## src/verilog/status_pkg.sv

```systemverilog
package status_pkg;

  // ******************************
  // Status lamp word
  // ******************************

  localparam int LED_WIDTH = 4;

  // Bit positions inside the lamp word
  localparam int LED_ERROR = 3;
  localparam int LED_INIT_DONE = 2;
  localparam int LED_APP_RDY = 1;
  localparam int LED_HEARTBEAT = 0;

  // Heartbeat divider, one toggle per wrap
  localparam int HB_DIV_WIDTH = 4;

endpackage

```

## src/verilog/msg_pkg.sv

```systemverilog
package msg_pkg;

  // ******************************
  // Host message channel
  // ******************************

  // Width of one host message word
  localparam int MSG_WIDTH = 32;

  typedef logic [MSG_WIDTH-1:0] msg_t;

  // All-ones word at the head of the host write path ends the host stream
  localparam msg_t MSG_TERMINATOR = '1;

  // ******************************
  // Buffer depths in words
  // ******************************

  localparam int TO_APP_DEPTH = 16;
  localparam int TO_HOST_DEPTH = 16;

  // Loopback only needs to absorb short bursts
  localparam int LOOP_DEPTH = 4;

endpackage
```

## src/verilog/msg_bridge_top.sv

```systemverilog
`timescale 1ns/1ps

module msg_bridge_top (
  input  logic                             clk,
  input  logic                             rst,
  // Host write channel
  input  logic                             host_wr_open,
  input  logic                             host_wr_valid,
  output logic                             host_wr_ready,
  input  msg_pkg::msg_t                    host_wr_data,
  // Host read channel
  input  logic                             host_rd_open,
  output logic                             host_rd_valid,
  input  logic                             host_rd_ready,
  output msg_pkg::msg_t                    host_rd_data,
  output logic                             host_rd_eof,
  // Host loopback read channel
  output logic                             loop_rd_valid,
  input  logic                             loop_rd_ready,
  output msg_pkg::msg_t                    loop_rd_data,
  output logic                             loop_rd_eof,
  // Application, host words in
  output logic                             pc_msg_valid,
  output logic                             pc_msg_ready,
  output msg_pkg::msg_t                    pc_msg,
  input  logic                             app_msg_ready,
  // Application, words out to host
  input  logic                             fpga_msg_valid,
  output logic                             fpga_msg_ready,
  input  msg_pkg::msg_t                    fpga_msg,
  input  logic                             app_done,
  // Status
  input  logic                             app_error,
  input  logic                             phy_init_done,
  input  logic                             app_rdy,
  output logic [status_pkg::LED_WIDTH-1:0] led
);

  logic loop_in_valid;
  logic loop_in_ready;
  logic to_host_in_valid;
  logic to_host_in_ready;

  // ******************************
  // Message buffers
  // ******************************

  msg_fifo #(
    .payload_t (msg_pkg::msg_t),
    .DEPTH     (msg_pkg::TO_APP_DEPTH)
  ) u_to_app (
    .clk       (clk),
    .rst       (rst),
    .in_valid  (host_wr_valid),
    .in_ready  (host_wr_ready),
    .in_data   (host_wr_data),
    .out_valid (pc_msg_valid),
    .out_ready (pc_msg_ready),
    .out_data  (pc_msg)
  );

  msg_fifo #(
    .payload_t (msg_pkg::msg_t),
    .DEPTH     (msg_pkg::TO_HOST_DEPTH)
  ) u_to_host (
    .clk       (clk),
    .rst       (rst),
    .in_valid  (to_host_in_valid),
    .in_ready  (to_host_in_ready),
    .in_data   (fpga_msg),
    .out_valid (host_rd_valid),
    .out_ready (host_rd_ready),
    .out_data  (host_rd_data)
  );

  // Loopback takes a copy of each consumed host word
  msg_fifo #(
    .payload_t (msg_pkg::msg_t),
    .DEPTH     (msg_pkg::LOOP_DEPTH)
  ) u_loop (
    .clk       (clk),
    .rst       (rst),
    .in_valid  (loop_in_valid),
    .in_ready  (loop_in_ready),
    .in_data   (pc_msg),
    .out_valid (loop_rd_valid),
    .out_ready (loop_rd_ready),
    .out_data  (loop_rd_data)
  );

  // ******************************
  // Channel control and lamps
  // ******************************

  host_channel_ctrl u_ctrl (
    .host_rd_open      (host_rd_open),
    .host_wr_open      (host_wr_open),
    .app_done          (app_done),
    .app_msg_ready     (app_msg_ready),
    .fpga_msg_valid    (fpga_msg_valid),
    .to_app_valid      (pc_msg_valid),
    .to_app_head       (pc_msg),
    .loop_in_ready     (loop_in_ready),
    .loop_out_valid    (loop_rd_valid),
    .to_host_in_ready  (to_host_in_ready),
    .to_host_out_valid (host_rd_valid),
    .pc_msg_ready      (pc_msg_ready),
    .loop_in_valid     (loop_in_valid),
    .to_host_in_valid  (to_host_in_valid),
    .fpga_msg_ready    (fpga_msg_ready),
    .host_rd_eof       (host_rd_eof),
    .loop_rd_eof       (loop_rd_eof)
  );

  status_leds u_leds (
    .clk           (clk),
    .rst           (rst),
    .app_error     (app_error),
    .phy_init_done (phy_init_done),
    .app_rdy       (app_rdy),
    .led           (led)
  );

endmodule

```

## src/verilog/status_leds.sv

```systemverilog
`timescale 1ns/1ps

module status_leds (
  input  logic                             clk,
  input  logic                             rst,
  input  logic                             app_error,
  input  logic                             phy_init_done,
  input  logic                             app_rdy,
  output logic [status_pkg::LED_WIDTH-1:0] led
);

  // ******************************
  // Heartbeat
  // ******************************

  logic [status_pkg::HB_DIV_WIDTH-1:0] hb_div;
  logic                                hb_wrap;
  logic                                heartbeat;

  assign hb_wrap = (hb_div == '1);

  // Free-running divider
  always_ff @(posedge clk) begin
    if (!rst) begin
      hb_div <= '0;
    end else begin
      hb_div <= hb_div + 1'b1;
    end
  end

  // Toggle once per divider wrap
  always_ff @(posedge clk) begin
    if (!rst) begin
      heartbeat <= 1'b0;
    end else if (hb_wrap) begin
      heartbeat <= ~heartbeat;
    end
  end

  // ******************************
  // Lamp word
  // ******************************

  // One register stage, so lamps trail their inputs by a cycle
  always_ff @(posedge clk) begin
    if (!rst) begin
      led <= '0;
    end else begin
      led[status_pkg::LED_ERROR] <= app_error;
      led[status_pkg::LED_INIT_DONE] <= phy_init_done;
      led[status_pkg::LED_APP_RDY] <= app_rdy;
      led[status_pkg::LED_HEARTBEAT] <= heartbeat;
    end
  end

endmodule

```

## src/verilog/host_channel_ctrl.sv

```systemverilog
`timescale 1ns/1ps

module host_channel_ctrl (
  // Host channel state
  input  logic            host_rd_open,
  input  logic            host_wr_open,
  // Application side
  input  logic            app_done,
  input  logic            app_msg_ready,
  input  logic            fpga_msg_valid,
  // Head of the to-application FIFO
  input  logic            to_app_valid,
  input  msg_pkg::msg_t   to_app_head,
  // Loopback FIFO
  input  logic            loop_in_ready,
  input  logic            loop_out_valid,
  // To-host FIFO
  input  logic            to_host_in_ready,
  input  logic            to_host_out_valid,
  output logic            pc_msg_ready,
  output logic            loop_in_valid,
  output logic            to_host_in_valid,
  output logic            fpga_msg_ready,
  output logic            host_rd_eof,
  output logic            loop_rd_eof
);

  logic head_is_term;
  logic loop_empty;
  logic to_host_empty;

  // ******************************
  // Host to application
  // ******************************

  // App only consumes when the loopback copy has room
  assign pc_msg_ready = app_msg_ready && loop_in_ready;

  // Every consumed word is copied into loopback in the same cycle
  assign loop_in_valid = to_app_valid && pc_msg_ready;

  // ******************************
  // Application to host
  // ******************************

  // Closed read channel swallows application words
  assign to_host_in_valid = fpga_msg_valid && host_rd_open;
  assign fpga_msg_ready = host_rd_open ? to_host_in_ready : 1'b1;

  // ******************************
  // End of stream
  // ******************************

  assign head_is_term = to_app_valid && (to_app_head == msg_pkg::MSG_TERMINATOR);
  assign to_host_empty = !to_host_out_valid;
  assign loop_empty = !loop_out_valid;

  // Terminator only counts once pending host reads are drained
  assign host_rd_eof = app_done || (head_is_term && to_host_empty);

  assign loop_rd_eof = !host_wr_open && loop_empty;

endmodule

```

## src/verilog/msg_fifo.sv

```systemverilog
`timescale 1ns/1ps

module msg_fifo #(
  parameter type payload_t = logic [31:0],
  parameter int DEPTH = 4
) (
  input  logic     clk,
  input  logic     rst,
  // Write side
  input  logic     in_valid,
  output logic     in_ready,
  input  payload_t in_data,
  // Read side, head word shown whenever not empty
  output logic     out_valid,
  input  logic     out_ready,
  output payload_t out_data
);

  localparam int PTR_W = (DEPTH > 1) ? $clog2(DEPTH) : 1;
  localparam int CNT_W = $clog2(DEPTH + 1);

  // ******************************
  // Storage and pointers
  // ******************************

  payload_t mem [DEPTH];

  logic [PTR_W-1:0] wr_ptr;
  logic [PTR_W-1:0] rd_ptr;
  logic [CNT_W-1:0] count;

  logic push;
  logic pop;

  // Full means full, a pop in the same cycle frees nothing
  assign in_ready = (count != CNT_W'(DEPTH));
  assign out_valid = (count != '0);
  assign out_data = mem[rd_ptr];

  assign push = in_valid && in_ready;
  assign pop = out_valid && out_ready;

  // Payload store
  always_ff @(posedge clk) begin
    if (push) begin
      mem[wr_ptr] <= in_data;
    end
  end

  // Write pointer wraps at DEPTH-1 so any depth works
  always_ff @(posedge clk) begin
    if (!rst) begin
      wr_ptr <= '0;
    end else if (push) begin
      if (wr_ptr == PTR_W'(DEPTH - 1)) begin
        wr_ptr <= '0;
      end else begin
        wr_ptr <= wr_ptr + 1'b1;
      end
    end
  end

  always_ff @(posedge clk) begin
    if (!rst) begin
      rd_ptr <= '0;
    end else if (pop) begin
      if (rd_ptr == PTR_W'(DEPTH - 1)) begin
        rd_ptr <= '0;
      end else begin
        rd_ptr <= rd_ptr + 1'b1;
      end
    end
  end

  // ******************************
  // Occupancy
  // ******************************

  always_ff @(posedge clk) begin
    if (!rst) begin
      count <= '0;
    end else begin
      case ({push, pop})
        2'b10:   count <= count + 1'b1;
        2'b01:   count <= count - 1'b1;
        // Push and pop together, or idle
        default: count <= count;
      endcase
    end
  end

endmodule

```

## config.mk

```make
export PLATFORM = sky130hd
export DESIGN_NAME = msg_bridge_top
export DESIGN_NICKNAME = d
export VERILOG_FILES = /design/src/verilog/status_pkg.sv /design/src/verilog/msg_pkg.sv /design/src/verilog/msg_bridge_top.sv /design/src/verilog/status_leds.sv /design/src/verilog/host_channel_ctrl.sv /design/src/verilog/msg_fifo.sv
export SDC_FILE = /design/constraint.sdc
export NUM_CORES = 1
export LEC_CHECK = 0
export ABC_AREA = 1
export ABC_CLOCK_PERIOD_IN_PS = 2800
export BUFFER_PORTS_ARGS = -buffer_cell sky130_fd_sc_hd__buf_2
export CAP_MARGIN = 20
export CORE_ASPECT_RATIO = 0.75
export CORE_MARGIN = 8
export CORE_UTILIZATION = 55
export CTS_BUF_LIST = sky130_fd_sc_hd__clkbuf_8
export CTS_CLUSTER_SIZE = 40
export DETAILED_ROUTE_END_ITERATION = 6
export PLACE_DENSITY_LB_ADDON = 0.12
export SLEW_MARGIN = 20
export SYNTH_ARGS = -nofsm -noshare
export SYNTH_HDL_FRONTEND = slang
export SYNTH_SLANG_ARGS = --single-unit
export TNS_END_PERCENT = 30
```

## constraint.sdc

```tcl
create_clock -name clk -period 2.8 [get_ports clk]
set_clock_uncertainty 0.05 [all_clocks]
set_input_delay 0.56 -clock clk [delete_from_list [all_inputs] [get_ports clk]]
set_output_delay 0.56 -clock clk [all_outputs]
set_load 0.03 [all_outputs]
```

==> impl_metrics.ini <==
[route]
wl_mm = 129
ant_nets = 0
drt-initial-drc-count = 3391
wl_met2_mm = 56.6
wl_met3_mm = 11.3
wire_per_inst_um = 22.8
drc = 0
num_vias = 31800
wirelength_met1_mm = 58.4
highest_layer = met5
vias_per_cell = 5.62
first_pass_iters = 6

[final_layout]
fill_cells = 6285
multiInputGateArea_um2 = 11400
final_nets = 4463
final_core_util_pct = 67.5
drive_above_1_share_pct = 19.6
seqCellArea_um2 = 35700
layout_common_cells = edfxtp_1, nand2_1, inv_1, o21ai_0, nand3_1
syn_to_final_growth_pct = 21.8
layout_commonest_cell = edfxtp_1

[setup_path]
worstPathArrival_ns = 3.03
r2r_start = u_to_host.count[0]$_SDFFE_PN0P_
crit_slowest_cell = dfxtp_4
slowest_delay_ns = 0.38
cp-start-kind = flip-flop
path_cells = buf_8 -> buf_4 -> buf_12 -> buf_12 -> nor2_4 -> nor2_1 -> o21ai_1 -> nand3_1 -> nand3_1 -> nand2_2 -> nand2_2 -> nor2_1 -> nand2_1 -> nor2_2 -> nand3_4 -> nand2_2 -> buf_6
worst-path-stages = 17
path_max_fanout = 7
cp_top_family = simple AND/OR/NAND/NOR gates
criticalPathCategory = flip-flop to output pin
critPathCapture = host_rd_eof
cp_data_required_time_ns = 2.19
r2r_cells = 16
cp_num_buf_inv = 5
crit_top_cell = nand2_2
timing.rr.end = u_to_host.count[4]$_SDFFE_PN0P_
rrSetupSlack_ns = 0.11
worstSetupEndpointType = output pin

[place]
dp_hpwl_mm = 68.2
pre_cts_slack_ns = -0.346
port_buffers = 184
gp_congestion = 0.811

[cts]
h-tree-depth = 4
root_buffer = clkbuf_8
clk_latency_ns = 0.85
cts_tree = done
cts_buffers = 182
clkTransAtPathRegs_ns = 0.07
cts.sinks = 1204
clockBufferDepth = 3

[pwr]
p_seq_share_pct = 39.0
netSwitchingFraction_pct = 35.1
vdd_drop_max_mv = 0.581
powerDensity_nw_per_um2 = 925
power_switching_mw = 19.2
p_leak_nw = 22.0
combinationalPowerShare_pct = 37.2
p_int_mw = 35.5
clkPwrFrac_pct = 23.8
power.total_mw = 54.7

[global_route]
grt_max_degree = 65
antenna_found_initial = 5
grt_pass1_vias = 30000
overflow = 0
grt_usage_pct = 25.2
grt_pass1_wl_mm = 189

[timing]
whs_ns = 0.0688
setup_tns_ns = -18.71
fmax_mhz = 274
drv_slew = 0
max_slew_margin_pct = 30.9
setup_viol = 65
hold_viol_final = 0
worst_pin_slew_ns = 1.03
final.period_utilization_pct = 130
post-route-min-period_ns = 3.64
setup_slack_ns = -0.845
rsz0062_at_grt = yes

[status]
violations = negative setup slack
outcome = finished, violations left

[job]
maxCapViolCount = 0

[synthesis]
ys_types = 31
syn_inst = 3849
seq_area_frac_synth_pct = 73.4
synthArstFlopShare_pct = 0
syn-cell-area_um2 = 48600
synth-seq-cells = 1204
synth_ff_type = edfxtp_1
syn_nets = 3954
avgSynthCellArea_um2 = 12.6
synth_edf_count = 1152
yosys_warnings = 0

[die]
die_area_um2 = 98200
rows = 94
die-width_um = 359
coreArea_um2 = 87600
start_util_pct = 55.4
chipHeight_um = 273
ios = 185

[worst_hold_path]
hold_class = primary input to flip-flop
-- how the worst min path moves through the flow --
stage	start	end	cells after the start
after floorplan	u_leds.heartbeat$_SDFFE_PN0N_	u_leds.led[0]$_SDFF_PN0_	2
after global placement	u_leds.hb_div[0]$_SDFF_PN0_	u_leds.hb_div[0]$_SDFF_PN0_	1
after detailed placement	u_leds.hb_div[0]$_SDFF_PN0_	u_leds.hb_div[0]$_SDFF_PN0_	1
after CTS	fpga_msg[20]	u_to_host.mem[12][20]$_DFFE_PP_	1
after global routing	fpga_msg[20]	u_to_host.mem[5][20]$_DFFE_PP_	1
final	fpga_msg[2]	u_to_host.mem[6][2]$_DFFE_PP_	1
-- cell usage after synthesis, types with 5 or more instances --
cell type / count / share of area, %
mux2i_1: 128 / 2.6
nand2_1: 655 / 5.1
buf_1: 35 / 0.27
buf_6: 12 / 0.28
nor2_1: 277 / 2.1
clkbuf_1: 102 / 0.79
a21oi_1: 154 / 1.6
edfxtp_1: 1152 / 71
xnor2_1: 7 / 0.13
ha_1: 25 / 0.64
dfxtp_1: 52 / 2.1
buf_2: 66 / 0.68
inv_1: 346 / 2.7
o211ai_1: 164 / 2.5
o22ai_1: 32 / 0.41
o21ai_0: 323 / 3.3
inv_2: 5 / 0.039
nand3_1: 286 / 2.9
-- metrics by stage --
step	cells	cell area, um^2
2_1_floorplan	3849	48600
3_3_place_gp	5180	52800
3_5_place_dp	5180	52800
4_1_cts	5622	58400
5_1_grt	5650	59200
6_report	5650	59200
-- worst reg2reg max path, cell delays in order, from the launching register on --
cell     delay, ns
dfxtp_1       0.32
inv_1         0.13
nand4_1       0.13
nor2_1        0.22
inv_1         0.08
nand2_1       0.18
inv_1         0.12
ha_1          0.26
ha_1          0.33
nand2_1       0.07
nand2_1       0.04
a31oi_1       0.19
nor2_1        0.06
nor2_1        0.07
o21ai_0       0.10
o21ai_0       0.16
a21oi_1       0.05
-- final cells by class --
| cell class | instances | share of cell area [%] |
|---|---|---|
| repair inverters | 1 | 0.0190 |
| repair buffers | 542 | 10.4 |
| diodes | 1 | 0.00423 |
| well taps | 1152 | 2.44 |
| inverters | 353 | 2.28 |
| multi-input cells | 2074 | 19.2 |
| clock inverters | 129 | 0.922 |
| flip-flops and latches | 1204 | 60.3 |
| clock buffers | 194 | 4.51 |
-- cells by family after synthesis --
group	after synthesis	share of synthesized area, %
compound gates	681	7.98
xor+xnor	10	0.180
fa+ha+maj	28	0.768
buf+inv	571	4.81
flops	1204	73.4
mux	128	2.64
simple gates	1227	10.3
-- layer usage --
metal	global-route usage [%]	vias up
met5	0	-
met4	6.54	6
met3	4.75	180
met2	37.2	1341
met1	38.7	15500
li1	-	14700
-- registers in the layout, summed over array words and instances, names as in the netlist, 5 cells and up, named ones only --
register / flops
u_to_app.mem: 512
u_to_host.count: 5
u_loop.mem: 128
u_to_host.mem: 512
u_to_app.count: 5
-- timing repair --
item                       in CTS  in global routing
pin swaps                      66                 65
hold endpoints to repair      565                  0
setup buffers                  56                 25
gates cloned                   20                 14
setup endpoints to repair      97                 96
hold buffers                   51                  0
resized for setup             295                146
-- power groups by stage --
stage	clock network (mW)	registers (mW)	logic, mW
3_5_place_dp	0	21.7	16.0
4_1_cts	13.2	21.4	19.0
2_1_floorplan	0	21.6	9.85
6_report	13.0	21.4	20.3
3_3_place_gp	0	21.7	15.9
5_1_grt	14.0	21.4	21.7
Power figures use the tool's default switching activity.
